===== config.mk =====
export PLATFORM = sky130hd
export DESIGN_NAME = dma_timing_top
export DESIGN_NICKNAME = d
export VERILOG_FILES = /design/src/hdl/dma_timing_pkg.sv /design/src/hdl/dma_mode_regs.sv /design/src/hdl/dma_cycle_fsm.sv /design/src/hdl/dma_bus_strobes.sv /design/src/hdl/dma_tc_status.sv /design/src/hdl/dma_timing_top.sv
export VERILOG_INCLUDE_DIRS = /design/src /design/src/hdl
export SDC_FILE = /design/constraint.sdc
export NUM_CORES = 1
export LEC_CHECK = 0
export BUFFER_PORTS_ARGS = -buffer_cell sky130_fd_sc_hd__buf_2
export CAP_MARGIN = 20
export CORE_MARGIN = 2
export CORE_UTILIZATION = 59
export CTS_BUF_LIST = sky130_fd_sc_hd__clkbuf_16
export CTS_CLUSTER_DIAMETER = 150
export DETAILED_ROUTE_END_ITERATION = 8
export MAX_ROUTING_LAYER = met4
export PLACE_DENSITY = 0.92
export SLEW_MARGIN = 20
export SYNTH_ARGS = -nofsm -noshare
export SYNTH_HDL_FRONTEND = slang
export SYNTH_SLANG_ARGS = --single-unit

===== constraint.sdc =====
create_clock -name clock -period 3.6 [get_ports clock]
set_input_delay 0.36 -clock clock [delete_from_list [all_inputs] [get_ports clock]]
set_output_delay 0.36 -clock clock [all_outputs]
set_load 0.03 [all_outputs]

===== src/hdl/dma_timing_macros.svh =====
/*
 * DMA timing and control shared constants
 * Channel count, data width and command/mode register bit positions
 */
`ifndef DMA_TIMING_MACROS_SVH
`define DMA_TIMING_MACROS_SVH

`define DMA_CHANNELS        4
`define DMA_DATA_W          8

// Command register bits
`define CMD_COMPRESSED_BIT  3
`define CMD_EXT_WRITE_BIT   5
`define CMD_DACK_HIGH_BIT   7

// Mode register fields
`define MODE_SEL_LSB        0
`define MODE_TYPE_LSB       2
`define MODE_AUTOINIT_BIT   4
`define MODE_DEC_BIT        5
`define MODE_MODE_LSB       6

`endif


===== src/hdl/dma_timing_pkg.sv =====
/*
 * DMA timing and control types
 * Cycle states, transfer encodings and the bundles passed between blocks
 */
`default_nettype none
`include "dma_timing_macros.svh"

package dma_timing_pkg;

    typedef enum logic [2:0] {SI, S0, S1, S2, S3, SW, S4} dma_state_t;

    // Encodings match the mode register fields
    typedef enum logic [1:0] {VERIFY, WRITE, READ, NONE} xfer_type_t;
    typedef enum logic [1:0] {DEMAND, SINGLE, BLOCK, CASCADE} xfer_mode_t;

    typedef struct packed {
        xfer_mode_t xfer_mode;
        logic       decrement;
        logic       autoinit;
        xfer_type_t xfer_type;
    } chan_mode_t;

    typedef chan_mode_t [`DMA_CHANNELS-1:0] chan_mode_arr_t;

    typedef struct packed {
        logic compressed;
        logic ext_write;
        logic dack_high;
    } cmd_cfg_t;

    typedef logic [`DMA_CHANNELS-1:0] chan_vec_t;

    typedef struct packed {
        logic memr_n;
        logic memw_n;
        logic ior_out_n;
        logic ior_io_n;
        logic iow_out_n;
        logic iow_io_n;
    } bus_strobe_t;

endpackage

`default_nettype wire


===== src/hdl/dma_mode_regs.sv =====
/*
 * DMA command and channel mode registers
 * Decodes command and mode bytes from the internal bus on the falling edge
 */
`timescale 1ns/10ps
`default_nettype none
`include "dma_timing_macros.svh"

module dma_mode_regs (
    input  logic                            clock,
    input  logic                            reset,
    input  logic                            master_clear_i,
    input  logic [`DMA_DATA_W-1:0]          data_i,
    input  logic                            write_command_i,
    input  logic                            write_mode_i,
    output dma_timing_pkg::cmd_cfg_t        cmd_cfg_o,
    output dma_timing_pkg::chan_mode_arr_t  chan_modes_o,
    output dma_timing_pkg::chan_vec_t       edge_request_o
);
    import dma_timing_pkg::*;

    chan_mode_t new_mode;
    logic [1:0] mode_sel;

    // Decode of the mode byte, cascade carries no transfer type
    always_comb begin
        mode_sel           = data_i[`MODE_SEL_LSB +: 2];
        new_mode.xfer_mode = xfer_mode_t'(data_i[`MODE_MODE_LSB +: 2]);
        new_mode.decrement = data_i[`MODE_DEC_BIT];
        new_mode.autoinit  = data_i[`MODE_AUTOINIT_BIT];
        if (new_mode.xfer_mode == CASCADE) begin
            new_mode.xfer_type = NONE;
        end else begin
            new_mode.xfer_type = xfer_type_t'(data_i[`MODE_TYPE_LSB +: 2]);
        end
    end

    always_ff @(negedge clock, posedge reset) begin
        if (reset) begin
            cmd_cfg_o <= '0;
        end else if (master_clear_i) begin
            cmd_cfg_o <= '0;
        end else if (write_command_i) begin
            cmd_cfg_o.compressed <= data_i[`CMD_COMPRESSED_BIT];
            cmd_cfg_o.ext_write  <= data_i[`CMD_EXT_WRITE_BIT];
            cmd_cfg_o.dack_high  <= data_i[`CMD_DACK_HIGH_BIT];
        end
    end

    always_ff @(negedge clock, posedge reset) begin
        if (reset) begin
            chan_modes_o <= '0;
        end else if (master_clear_i) begin
            chan_modes_o <= '0;
        end else if (write_mode_i) begin
            chan_modes_o[mode_sel] <= new_mode;
        end
    end

    // Single and block mode requests are edge sensitive
    always_comb begin
        for (int ch = 0; ch < `DMA_CHANNELS; ch++) begin
            edge_request_o[ch] = (chan_modes_o[ch].xfer_mode == SINGLE) ||
                                 (chan_modes_o[ch].xfer_mode == BLOCK);
        end
    end

endmodule

`default_nettype wire


===== src/hdl/dma_cycle_fsm.sv =====
/*
 * DMA transfer cycle FSM
 * Sequences SI..S4, latches the serviced channel, tracks terminal count,
 * external end-of-process and the hold request
 */
`timescale 1ns/10ps
`default_nettype none
`include "dma_timing_macros.svh"

module dma_cycle_fsm (
    input  logic                            clock,
    input  logic                            reset,
    input  logic                            master_clear_i,
    input  dma_timing_pkg::cmd_cfg_t        cmd_cfg_i,
    input  dma_timing_pkg::chan_mode_arr_t  chan_modes_i,
    input  dma_timing_pkg::chan_vec_t       request_i,
    input  dma_timing_pkg::chan_vec_t       request_state_i,
    input  logic                            hold_acknowledge_i,
    input  logic                            ready_i,
    input  logic                            update_high_address_i,
    input  logic                            underflow_i,
    input  logic                            end_of_process_n_i,
    output dma_timing_pkg::dma_state_t      state_o,
    output dma_timing_pkg::dma_state_t      next_state_o,
    output dma_timing_pkg::chan_vec_t       active_chan_o,
    output dma_timing_pkg::xfer_type_t      active_type_o,
    output logic                            bus_owned_o,
    output dma_timing_pkg::chan_vec_t       register_select_o,
    output logic                            next_word_o,
    output logic                            decrement_o,
    output logic                            initialize_current_o,
    output logic                            lock_bus_o,
    output logic                            end_of_process_o,
    output logic                            end_of_process_n_o,
    output logic                            hold_request_o
);
    import dma_timing_pkg::*;

    chan_mode_t act_mode;
    logic       cascade;
    logic       req_held;
    logic       verify;
    logic       reload_high;
    logic       terminal_count;
    logic       ext_eop;

    // Mode of the latched channel, active_chan_o is one-hot
    always_comb begin
        act_mode = '0;
        for (int ch = 0; ch < `DMA_CHANNELS; ch++) begin
            if (active_chan_o[ch]) begin
                act_mode = chan_modes_i[ch];
            end
        end
    end

    assign cascade  = (act_mode.xfer_mode == CASCADE);
    assign verify   = (act_mode.xfer_type == VERIFY);
    assign req_held = |(active_chan_o & request_state_i);

    always_comb begin
        next_state_o = state_o;
        case (state_o)
            SI: if (request_i != '0) next_state_o = S0;
            S0: if (hold_acknowledge_i) next_state_o = S1;
            S1: next_state_o = cascade ? S4 : S2;
            S2: begin
                if (!cmd_cfg_i.compressed) begin
                    next_state_o = S3;
                end else if (!verify) begin
                    next_state_o = SW;
                end else if (ready_i) begin
                    next_state_o = S4;
                end
            end
            S3: begin
                if (!verify) begin
                    next_state_o = SW;
                end else if (ready_i) begin
                    next_state_o = S4;
                end
            end
            SW: if (ready_i) next_state_o = S4;
            S4: begin
                if (cascade) begin
                    if (!req_held) next_state_o = SI;
                end else if (act_mode.xfer_mode == SINGLE) begin
                    next_state_o = SI;
                end else if ((act_mode.xfer_mode == DEMAND) && !req_held) begin
                    next_state_o = SI;
                end else if (end_of_process_o) begin
                    next_state_o = SI;
                end else begin
                    next_state_o = reload_high ? S1 : S2;
                end
            end
            default: next_state_o = SI;
        endcase
    end

    always_ff @(negedge clock, posedge reset) begin
        if (reset) begin
            state_o       <= SI;
            active_chan_o <= '0;
        end else if (master_clear_i) begin
            state_o       <= SI;
            active_chan_o <= '0;
        end else begin
            state_o <= next_state_o;
            if (state_o == SI) begin
                active_chan_o <= request_i;
            end
        end
    end

    assign active_type_o        = act_mode.xfer_type;
    assign bus_owned_o          = !cascade;
    assign decrement_o          = act_mode.decrement;
    assign next_word_o          = (next_state_o == S4) && !cascade;
    assign register_select_o    = (state_o == SI) ? '0 : active_chan_o;
    assign lock_bus_o           = (state_o != SI) && (state_o != S0);
    assign initialize_current_o = (state_o == S4) && act_mode.autoinit && end_of_process_o;
    assign end_of_process_n_o   = !terminal_count;

    // Hold request and terminal count sample on the rising edge
    always_ff @(posedge clock, posedge reset) begin
        if (reset) begin
            hold_request_o <= 1'b0;
            terminal_count <= 1'b0;
        end else if (master_clear_i) begin
            hold_request_o <= 1'b0;
            terminal_count <= 1'b0;
        end else begin
            if (next_state_o == S0) begin
                hold_request_o <= 1'b1;
            end else if (next_state_o == SI) begin
                hold_request_o <= 1'b0;
            end
            if (state_o == S4) begin
                terminal_count <= 1'b0;
            end else if (next_word_o) begin
                terminal_count <= underflow_i;
            end
        end
    end

    always_ff @(negedge clock, posedge reset) begin
        if (reset) begin
            reload_high      <= 1'b0;
            ext_eop          <= 1'b0;
            end_of_process_o <= 1'b0;
        end else if (master_clear_i) begin
            reload_high      <= 1'b0;
            ext_eop          <= 1'b0;
            end_of_process_o <= 1'b0;
        end else begin
            if (state_o == S2) begin
                reload_high <= 1'b0;
            end else if (next_word_o) begin
                reload_high <= update_high_address_i;
            end
            // External EOP is sampled on the way into S2
            if (state_o == SI) begin
                ext_eop <= 1'b0;
            end else if ((next_state_o == S2) && !end_of_process_n_i) begin
                ext_eop <= 1'b1;
            end
            end_of_process_o <= (next_state_o == S4) && (terminal_count || ext_eop);
        end
    end

endmodule

`default_nettype wire


===== src/hdl/dma_bus_strobes.sv =====
/*
 * DMA bus strobe generator
 * Address enable and strobe, memory and I/O read/write strobes and DACK
 */
`timescale 1ns/10ps
`default_nettype none

module dma_bus_strobes (
    input  logic                        clock,
    input  logic                        reset,
    input  logic                        master_clear_i,
    input  dma_timing_pkg::dma_state_t  state_i,
    input  dma_timing_pkg::dma_state_t  next_state_i,
    input  dma_timing_pkg::chan_vec_t   active_chan_i,
    input  dma_timing_pkg::xfer_type_t  active_type_i,
    input  logic                        bus_owned_i,
    input  dma_timing_pkg::cmd_cfg_t    cmd_cfg_i,
    output logic                        address_enable_o,
    output logic                        address_strobe_o,
    output logic                        output_high_address_o,
    output dma_timing_pkg::chan_vec_t   dack_o,
    output dma_timing_pkg::bus_strobe_t strobes_o
);
    import dma_timing_pkg::*;

    chan_vec_t dack_q;
    logic      early_write;
    logic      is_read;
    logic      is_write;

    assign early_write = cmd_cfg_i.ext_write || cmd_cfg_i.compressed;
    assign is_read     = (active_type_i == READ);
    assign is_write    = (active_type_i == WRITE);

    always_ff @(posedge clock, posedge reset) begin
        if (reset) begin
            address_enable_o <= 1'b0;
            address_strobe_o <= 1'b0;
        end else if (master_clear_i) begin
            address_enable_o <= 1'b0;
            address_strobe_o <= 1'b0;
        end else begin
            if (!bus_owned_i || (state_i == SI)) begin
                address_enable_o <= 1'b0;
            end else if (state_i == S1) begin
                address_enable_o <= 1'b1;
            end
            address_strobe_o <= bus_owned_i && (state_i == S1);
        end
    end

    // Memory and I/O strobes, active low
    always_ff @(posedge clock, posedge reset) begin
        if (reset) begin
            strobes_o <= '1;
        end else if (master_clear_i) begin
            strobes_o <= '1;
        end else begin
            if ((state_i == S1) && is_write) strobes_o.ior_io_n <= 1'b0;
            else if (state_i == SI)          strobes_o.ior_io_n <= 1'b1;

            if ((state_i == S1) && is_read) strobes_o.iow_io_n <= 1'b0;
            else if (state_i == SI)         strobes_o.iow_io_n <= 1'b1;

            if ((state_i == S2) && is_write) strobes_o.ior_out_n <= 1'b0;
            else if (state_i == S4)          strobes_o.ior_out_n <= 1'b1;

            if ((state_i == S2) && is_read) strobes_o.memr_n <= 1'b0;
            else if (state_i == S4)         strobes_o.memr_n <= 1'b1;

            // Late writes, pulled into S2 for extended or compressed timing
            if (state_i == S4) begin
                strobes_o.iow_out_n <= 1'b1;
                strobes_o.memw_n    <= 1'b1;
            end else if ((state_i == S3) || ((state_i == S2) && early_write)) begin
                if (is_read)  strobes_o.iow_out_n <= 1'b0;
                if (is_write) strobes_o.memw_n    <= 1'b0;
            end
        end
    end

    always_ff @(negedge clock, posedge reset) begin
        if (reset) begin
            output_high_address_o <= 1'b0;
            dack_q                <= '0;
        end else if (master_clear_i) begin
            output_high_address_o <= 1'b0;
            dack_q                <= '0;
        end else begin
            output_high_address_o <= bus_owned_i && (state_i == S1) && (next_state_i == S2);
            if (next_state_i == S2) begin
                dack_q <= active_chan_i;
            end else if (next_state_i == SI) begin
                dack_q <= '0;
            end
        end
    end

    assign dack_o = cmd_cfg_i.dack_high ? dack_q : ~dack_q;

endmodule

`default_nettype wire


===== src/hdl/dma_tc_status.sv =====
/*
 * Terminal count status bits
 * Set per channel on end-of-process, cleared when a status read ends
 */
`timescale 1ns/10ps
`default_nettype none

module dma_tc_status (
    input  logic                      clock,
    input  logic                      reset,
    input  logic                      master_clear_i,
    input  logic                      read_status_i,
    input  logic                      end_of_process_i,
    input  dma_timing_pkg::chan_vec_t active_chan_i,
    output dma_timing_pkg::chan_vec_t tc_status_o
);
    logic read_status_q;

    always_ff @(negedge clock, posedge reset) begin
        if (reset) begin
            read_status_q <= 1'b0;
            tc_status_o   <= '0;
        end else begin
            read_status_q <= read_status_i;
            if (master_clear_i || (read_status_q && !read_status_i)) begin
                tc_status_o <= '0;
            end else if (end_of_process_i) begin
                tc_status_o <= tc_status_o | active_chan_i;
            end
        end
    end

endmodule

`default_nettype wire


===== src/hdl/dma_timing_top.sv =====
/*
 * DMA timing and control top level
 * Mode registers, cycle FSM, bus strobes and terminal count status
 */
`timescale 1ns/10ps
`default_nettype none
`include "dma_timing_macros.svh"

module dma_timing_top (
    input  logic                        clock,
    input  logic                        reset,
    input  logic                        master_clear_i,
    input  logic [`DMA_DATA_W-1:0]      data_i,
    input  logic                        write_command_i,
    input  logic                        write_mode_i,
    input  logic                        read_status_i,
    input  dma_timing_pkg::chan_vec_t   request_i,
    input  dma_timing_pkg::chan_vec_t   request_state_i,
    input  logic                        hold_acknowledge_i,
    input  logic                        ready_i,
    input  logic                        update_high_address_i,
    input  logic                        underflow_i,
    input  logic                        end_of_process_n_i,
    output dma_timing_pkg::chan_vec_t   edge_request_o,
    output dma_timing_pkg::chan_vec_t   register_select_o,
    output logic                        next_word_o,
    output logic                        decrement_o,
    output logic                        initialize_current_o,
    output logic                        lock_bus_o,
    output logic                        end_of_process_o,
    output logic                        end_of_process_n_o,
    output logic                        hold_request_o,
    output logic                        address_enable_o,
    output logic                        address_strobe_o,
    output logic                        output_high_address_o,
    output dma_timing_pkg::chan_vec_t   dack_o,
    output dma_timing_pkg::bus_strobe_t strobes_o,
    output dma_timing_pkg::chan_vec_t   tc_status_o
);
    import dma_timing_pkg::*;

    cmd_cfg_t       cmd_cfg;
    chan_mode_arr_t chan_modes;
    dma_state_t     state;
    dma_state_t     next_state;
    chan_vec_t      active_chan;
    xfer_type_t     active_type;
    logic           bus_owned;

    dma_mode_regs mode_regs_i (
        .clock, .reset, .master_clear_i, .data_i, .write_command_i, .write_mode_i,
        .cmd_cfg_o(cmd_cfg), .chan_modes_o(chan_modes), .edge_request_o
    );

    dma_cycle_fsm cycle_fsm_i (
        .clock, .reset, .master_clear_i,
        .cmd_cfg_i(cmd_cfg), .chan_modes_i(chan_modes),
        .request_i, .request_state_i, .hold_acknowledge_i, .ready_i,
        .update_high_address_i, .underflow_i, .end_of_process_n_i,
        .state_o(state), .next_state_o(next_state), .active_chan_o(active_chan),
        .active_type_o(active_type), .bus_owned_o(bus_owned),
        .register_select_o, .next_word_o, .decrement_o, .initialize_current_o,
        .lock_bus_o, .end_of_process_o, .end_of_process_n_o, .hold_request_o
    );

    dma_bus_strobes bus_strobes_i (
        .clock, .reset, .master_clear_i,
        .state_i(state), .next_state_i(next_state), .active_chan_i(active_chan),
        .active_type_i(active_type), .bus_owned_i(bus_owned), .cmd_cfg_i(cmd_cfg),
        .address_enable_o, .address_strobe_o, .output_high_address_o,
        .dack_o, .strobes_o
    );

    dma_tc_status tc_status_i (
        .clock, .reset, .master_clear_i, .read_status_i,
        .end_of_process_i(end_of_process_o), .active_chan_i(active_chan),
        .tc_status_o
    );

endmodule

`default_nettype wire


==> results of run 1 <==
layout by cell type, fill, tap and decap left out, types with 6 or more instances in the layout:
master,netlist,layout
buf_4,3,65
buf_2,1,48
dfrtn_1,47,47
nor2_1,42,41
a21oi_1,28,25
nand2_1,24,24
mux2i_1,19,19
buf_6,1,18
clkbuf_16,0,10
inv_1,10,9
a211oi_1,10,8
nand3b_1,7,7
nor2b_4,0,6
dfstp_2,6,6
synth_stat cells (5+ instances only):
cell	number
dfrtn_1	47
nor2_1	42
a21oi_1	28
nand2_1	24
mux2i_1	19
clkbuf_1	11
a211oi_1	10
inv_1	10
nor2b_1	10
o21ai_0	8
nand3b_1	7
a31oi_1	6
dfstp_2	6
nand3_1	6
nor3b_1	6
a22oi_1	5
nor3_1	5
where the power goes:
part / total (mW) / switching (mW) / internal, mW
clock: 0.804 / 0.312 / 0.492
combinational: 1.50 / 0.808 / 0.690
sequential: 0.765 / 0.0631 / 0.702
total: 3.07 / 1.18 / 1.88
cells by family (layout without fill, tap and decap cells):
family	after synthesis	after routing	share of synthesized area, %
mux	19	19	6.28
xor+xnor	8	8	2.31
flops	57	57	47.4
buf+inv	29	165	4.30
simple gates	124	124	21.7
compound gates	78	78	18.1
final timing paths:
kind	endpoint	cells after the start
min in group asynchronous	cycle_fsm_i.hold_request_o$_DFFE_PP0P_	3
max	next_word_o	8
min	cycle_fsm_i.terminal_count$_DFFE_PP0P_	3
max in group asynchronous	bus_strobes_i.output_high_address_o$_DFF_NP0_	4
max reg2reg	cycle_fsm_i.hold_request_o$_DFFE_PP0P_	9
min reg2reg	bus_strobes_i.strobes_o[0]$_DFFE_PP1P_	2
layer usage:
layer,wire length (um),vias up,part of all wire (%)
li1,-,1384,-
met1,4670,1714,31
met2,6440,539,43
met3,2260,216,15
met4,1620,0,11
met5,0,-,0
cell type report:
class	instances	share of cell area (%)
clock inverter	5	0.430
timing repair buffer	140	23.6
sequential	57	30.8
clock buffer	10	5.37
multi-input combinational	229	37.1
inverter	10	0.806
tap	70	1.88
stage by stage:
| step | instance area, sq um | hold WS [ns] | cells |
|---|---|---|---|
| floorplan | 3110 | 0.438 | 315 |
| global placement | 3850 | 0.326 | 481 |
| detailed placement | 3850 | 0.327 | 481 |
| CTS | 4510 | 0.353 | 517 |
| global route | 4660 | 0.351 | 521 |
| finish | 4660 | 0.361 | 521 |
worst max-delay path: cells and delay by family (launching register included):
family / cells / cell delay [ns]
compound gates: 3 / 1.04
flops: 1 / 0.53
simple gates: 3 / 0.41
buf+inv: 2 / 0.32
flip-flops by register name, summed over array words and instances (netlist names):
| name | flops |
|---|---|
| cycle_fsm_i.terminal_count | 1 |
| bus_strobes_i.address_enable_o | 1 |
| bus_strobes_i.address_strobe_o | 1 |
| cycle_fsm_i.end_of_process_o | 1 |
| cycle_fsm_i.reload_high | 1 |
| bus_strobes_i.output_high_address_o | 1 |
| bus_strobes_i.dack_q | 4 |
| cycle_fsm_i.active_chan_o | 4 |
| cycle_fsm_i.ext_eop | 1 |
| mode_regs_i.chan_modes_o | 24 |
| mode_regs_i.cmd_cfg_o | 3 |
| cycle_fsm_i.hold_request_o | 1 |
| bus_strobes_i.strobes_o | 6 |
| cycle_fsm_i.state_o | 3 |
| tc_status_i.read_status_q | 1 |
| tc_status_i.tc_status_o | 4 |
repair_timing:
action | 4_1_cts | 5_1_grt
cloned | 1 | 0
buffers inserted | 20 | 4
pin swaps | 15 | 4
hold buffers | 1 | 0
endpoints found under the setup margin | 23 | 24
endpoints found under the hold margin | 1 | 0
resized for setup | 49 | 24
==> flow_metrics.tcl, run 1 <==
set metrics [dict create \
    syn_inst 315 \
    grt_max_degree 40 \
    grt.total_usage_pct 54.4 \
    cp-start-kind "flip-flop" \
    power_mw 3.07 \
    grtUsageMet2_pct 77.1 \
    critical_path.cell_chain "buf_4, nand3b_1, a221oi_2, o311ai_2, a31oi_1, nand2_1, nor2_4, buf_6" \
    cts-root-buf "clkbuf_16" \
    insertion_delay_ns 0.34 \
    critPathRequiredTime_ns 3.24 \
    multi_input_area_sq_um 1730 \
    drive_gt1_share_pct 44.8 \
    grt_pass1_vias 3724 \
    yosys-top-cells-area "dfrtn_1, mux2i_1, dfstp_2" \
    powerDensity_nw_per_um2 659 \
    fin_setup_tns_ns -10.40 \
    slew_violations 0 \
    cp-end-kind "primary output" \
    regArea_sq_um 1430 \
    synth_area_leader_cell "dfrtn_1" \
    worst-path-max-fanout 4 \
    synth.top_cell.area_share_pct 38.8 \
    dieHeight_um 75.6 \
    yosysUniqueCellTypes 49 \
    path_clk_slew_ns 0.05 \
    fill_cells 139 \
    final_nets 474 \
    relSlewSlack_pct 60.9 \
    hpwl_um 6130 \
    crit_path_max_incr_delay_ns 0.53 \
    rr_startpoint "cycle_fsm_i.active_chan_o[1]$_DFFE_NP0N_" \
    min-delay-start "underflow_i" \
    clock-sinks 57 \
    avgRoutedWirePerCell_um 28.8 \
    setup_ws_ns -1.21 \
    grt_setup_unrepaired "yes" \
    io_pins 59 \
    globalRouteOverflowTotal 0 \
    hold_viol 0 \
    power_leakage_nw 2.17 \
    cts_tree "built" \
    drtIter0Drc 903 \
    synth_area_sq_um 3030 \
    die_w_um 75.6 \
    dieArea_sq_um 5720 \
    area_growth_pct 53.8 \
    seq_area_frac_synth_pct 47.4 \
    violations "design-rule violations, negative setup slack" \
    viasPerCell 7.40 \
    place_congestion 1.01 \
    numCtsBuffers 9 \
    met3_usage_pct 22.6 \
    clock_path_buffers 2 \
    grt_pass1_wl_um 21000 \
    port_buffers 58 \
    antenna_found_initial 0 \
    synth_area_per_cell_sq_um 9.61 \
    rows 26 \
    worstSetupPathType "flip-flop to primary output" \
    grt-busiest-layer "met2" \
    dpl_worst_slack_ns -0.697 \
    first_pass_iters 9 \
    fin_util_pct 92.3 \
    crit_path_start "cycle_fsm_i.active_chan_o[0]$_DFFE_NP0N_" \
    status "complete, but fails checks" \
    r2r_setup_slack_ns -0.99 \
    ys.flop_type "dfrtn_1" \
    peakVddDrop_v 0.000549 \
    ys_seq_elements 57 \
    core_sq_um 5040 \
    hp-class "input port to flip-flop" \
    setup_viol 24 \
    drv_cap 0 \
    clock_skew_ns 0.0151 \
    cp.arrival_ns 4.45 \
    syn_nets 342 \
    antennaDiodeCount 0 \
    ant_nets 0 \
    worstMarginPinSlew_ns 0.587 \
    ys_async_sr_fraction_pct 100 \
    drt_wl_total_um 15000 \
    start_util_pct 60.0 \
    via_count 3853 \
    cts_max_level 3 \
    synth_edf_count 0 \
    drc 116 \
    yosys_warnings 0 \
    critical_path.slowest_cell "dfrtn_1" \
    grt_use_met1_pct 62.0 \
]
(Power assumes the default switching activity.)
==> inputs of run 2 (changes only) <==
- CORE_UTILIZATION: 59 -> 60
- CTS_BUF_LIST: sky130_fd_sc_hd__clkbuf_16 -> sky130_fd_sc_hd__clkbuf_4 sky130_fd_sc_hd__clkbuf_8
- PLACE_DENSITY: 0.92 -> 0.94
==> run 2 against run 1 <==
- the run now fails in global routing (5_1_grt)
- area after synthesis did not move
- synthesized cell count did not move
==> flow_metrics.tcl, run 2 <==
set metrics [dict create \
    status "stopped before the end" \
    lastStage "global routing (5_1_grt)" \
    firstError "[ERROR GRT-0232] Routing congestion too high. Check the congestion heatmap in the GUI." \
    ys.flop_type "dfrtn_1" \
    synth.most_common_cell "dfrtn_1" \
    dpl_worst_slack_ns -0.675 \
    yosys_warnings 0 \
    synth_edf_count 0 \
    yosysUniqueCellTypes 49 \
    port_buffers 58 \
    globalRouteOverflowTotal 246 \
    cts-root-buf "clkbuf_8" \
    synth_area_leader_cell "dfrtn_1" \
    worst-ep-kind "top-level output" \
    crit_endpoint "next_word_o" \
    start_util_pct 63.3 \
    die_w_um 75.0 \
    syn_nets 342 \
    io_pins 59 \
    synth_area_sq_um 3030 \
    ys_seq_elements 57 \
    hpwl_um 6410 \
    grt.total_usage_pct 91.0 \
    numCtsBuffers 9 \
    dieHeight_um 75.0 \
    cts_max_level 3 \
    synth_area_per_cell_sq_um 9.61 \
    place_congestion 0.966 \
    seq_area_frac_synth_pct 47.4 \
    syn_inst 315 \
    clock_path_buffers 2 \
    yosys-top-cells-area "dfrtn_1, mux2i_1, dfstp_2" \
    synth.top_cell.area_share_pct 38.8 \
    clock-sinks 57 \
    synth_common_cells "dfrtn_1, nor2_1, a21oi_1" \
    rows 25 \
    ys_async_sr_fraction_pct 100 \
    grt_max_degree 39 \
]
[run 2: cell counts after synthesis]
No cell type changed its count.
[run 2: cells by family after synthesis]
| logic type | Yosys count | share of synthesized area (%) |
|---|---|---|
| and+or+nand+nor | 124 | 21.7 |
| xor gates and xnor gates | 8 | 2.31 |
| AOI/OAI and AO/OA | 78 | 18.1 |
| DFF | 57 | 47.4 |
| muxes | 19 | 6.28 |
| buffers and inverters | 29 | 4.30 |
[run 2: what timing repair did]
item / CTS
buffers inserted: 11
gates resized for setup: 46
pin swaps: 5
setup endpoints to repair: 24
hold buffers: 1
endpoints found under the hold margin: 2
cloned: 1
[run 2: per-stage QoR]
stage,std cells,hold WS [ns],cell area (sq um)
after CTS,512,0.284,4450
after detailed placement,483,0.337,3870
after global placement,483,0.332,3870
after floorplan,315,0.438,3110
[run 2: layer usage]
layer	GRT overflow	GRT usage [%]
met1	2	80.3
met5	-	-
met3	4	69.6
met2	141	110
met4	99	109
==> inputs of run 3 (changes only) <==
- CORE_UTILIZATION: 60 -> 40
- CTS_BUF_LIST: sky130_fd_sc_hd__clkbuf_4 sky130_fd_sc_hd__clkbuf_8 -> unset
- CTS_CLUSTER_DIAMETER: 150 -> unset
- MAX_ROUTING_LAYER: met4 -> unset
- PLACE_DENSITY: 0.94 -> unset
- PLACE_DENSITY_LB_ADDON: unset -> 0.15
==> run 3 against run 2 <==
- the flow now finishes, with violations (negative setup slack)
==> flow_metrics.tcl, run 3 (synthesis gave the netlist of run 1 again) <==
set metrics [dict create \
    status "complete, but fails checks" \
    violations "negative setup slack" \
    stdcell_count 537 \
    via_count 2795 \
    worstMarginPinSlew_ns 0.711 \
    cp-start-kind "flip-flop" \
    intPower_mw 1.65 \
    swShare_pct 36.4 \
    viasPerCell 5.20 \
    avgRoutedWirePerCell_um 16.4 \
    slew_violations 0 \
    r2r-end "cycle_fsm_i.terminal_count$_DFFE_PP0P_" \
    drive_gt1_share_pct 44.3 \
    crit_path_max_incr_delay_ns 0.44 \
    antenna_found_initial 0 \
    peakVddDrop_v 0.000384 \
    hold_viol 0 \
    drt_wl_total_um 8810 \
    seq_power_share_pct 29.1 \
    layout_common_cells "buf_2, buf_4, dfrtn_1, nor2_1, buf_6" \
    crit_path_start "cycle_fsm_i.active_chan_o[2]$_DFFE_NP0N_" \
    clock-sinks 57 \
    largestRegisters "mode_regs_i.chan_modes_o: 24 flops, bus_strobes_i.strobes_o: 6 flops" \
    dieArea_sq_um 8280 \
    final_area_sq_um 4500 \
    drtIter0Drc 121 \
    cp_num_buf_inv 2 \
    core_sq_um 7290 \
    clock_skew_ns 0.0203 \
    globalRouteOverflowTotal 0 \
    rr_startpoint "cycle_fsm_i.active_chan_o[2]$_DFFE_NP0N_" \
    critical_path.slowest_cell "dfrtn_1" \
    powerDensity_nw_per_um2 577 \
    io_pins 59 \
    fin_hold_ws_ns 0.0575 \
    worst-path-max-fanout 7 \
    dieHeight_um 91.0 \
    final_common_cell "buf_2" \
    grt_pass1_vias 2892 \
    fin_setup_tns_ns -5.27 \
    area_growth_pct 48.8 \
    critPathMostFrequentCell "buf_6" \
    p_sw_mw 0.945 \
    ant_nets 0 \
    grt.total_usage_pct 22.4 \
    port_buffers 58 \
    cts_tree "built" \
    grt_setup_unrepaired "yes" \
    start_util_pct 41.5 \
    cts_max_level 3 \
    rows 31 \
    cp.arrival_ns 4.23 \
    top_register "mode_regs_i.chan_modes_o" \
    largest_reg_flops 24 \
    antennaDiodeCount 0 \
    power_mw 2.60 \
    crit_end "next_word_o" \
    power_leakage_nw 2.07 \
    die_w_um 91.0 \
    cp-end-kind "primary output" \
    setup_ws_ns -0.993 \
    grt_pass1_wl_um 14500 \
    crit_cells 8 \
    cts-root-buf "clkbuf_8" \
    r2r_setup_slack_ns -0.95 \
    place_congestion 0.893 \
    dpl_worst_slack_ns -0.715 \
    insertion_delay_ns 0.35 \
    relSlewSlack_pct 52.6 \
    hpwl_um 6090 \
    drc 0 \
    crit_family "compound AO/OA/AOI/OAI gates" \
    critPathRequiredTime_ns 3.24 \
    combPwrFrac_pct 44.3 \
    fin_util_pct 61.8 \
    numCtsBuffers 9 \
    power_frac_clock_pct 26.6 \
    setup_viol 21 \
    worstSetupPathType "flip-flop to primary output" \
    first_pass_iters 4 \
    final_nets 460 \
    ff2ff_path_depth 15 \
    hp-class "input port to async pin" \
    clock_path_buffers 2 \
    critical_path.cell_chain "buf_6, a211oi_4, a221oi_4, o311a_1, a311o_1, a211o_1, nor2_4, buf_6" \
    path_clk_slew_ns 0.08 \
    placed_cells 509 \
    grt_max_degree 58 \
    placed_cell_area_sq_um 3870 \
    drv_cap 0 \
]
run 3: worst min-delay path, delay by kind of cell:
family   cells  cell delay, ns
buf+inv      3            0.44
run 3: worst min-delay path by stage:
stage,start,endpoint,slack [ns],cells after the start
global route,reset,cycle_fsm_i.hold_request_o$_DFFE_PP0P_,0.07,3
floorplan,mode_regs_i.cmd_cfg_o[1]$_DFFE_NP0P_,mode_regs_i.cmd_cfg_o[1]$_DFFE_NP0P_,0.44,2
global placement,reset,cycle_fsm_i.hold_request_o$_DFFE_PP0P_,0.44,3
CTS,reset,cycle_fsm_i.hold_request_o$_DFFE_PP0P_,0.06,3
finish,reset,cycle_fsm_i.hold_request_o$_DFFE_PP0P_,0.06,3
detailed placement,reset,cycle_fsm_i.hold_request_o$_DFFE_PP0P_,0.44,3
run 3: final cells by class:
type	count	area (sq um)
fillers	659	2790
multi-input cells	229	1730
flip-flops and latches	57	1430
repair buffers	126	958
clock buffers	9	124
well taps	99	124
clock inverters	7	101
inverters	10	37.5
run 3: power groups by stage:
stage	combinational, mW	clock [mW]	sequential (mW)
CTS	1.10	0.701	0.753
global route	1.23	0.734	0.764
finish	1.15	0.691	0.755
floorplan	0.544	0	0.775
detailed placement	0.907	0	0.762
global placement	0.894	0	0.760
run 3: timing repair:
action,in CTS,in global routing
endpoints found under the setup margin,22,23
hold endpoints to repair,0,0
setup buffers,11,13
pin swaps,11,11
hold buffers,0,0
gates resized for setup,54,31
run 3: routing by layer:
metal | part of all wire, % | global-route usage, % | up-vias
met5 | 0 | 0 | -
met4 | 1.9 | 7.45 | 0
met3 | 5.2 | 5.23 | 21
met2 | 49 | 36.7 | 79
li1 | - | - | 1352
met1 | 44 | 29.2 | 1343
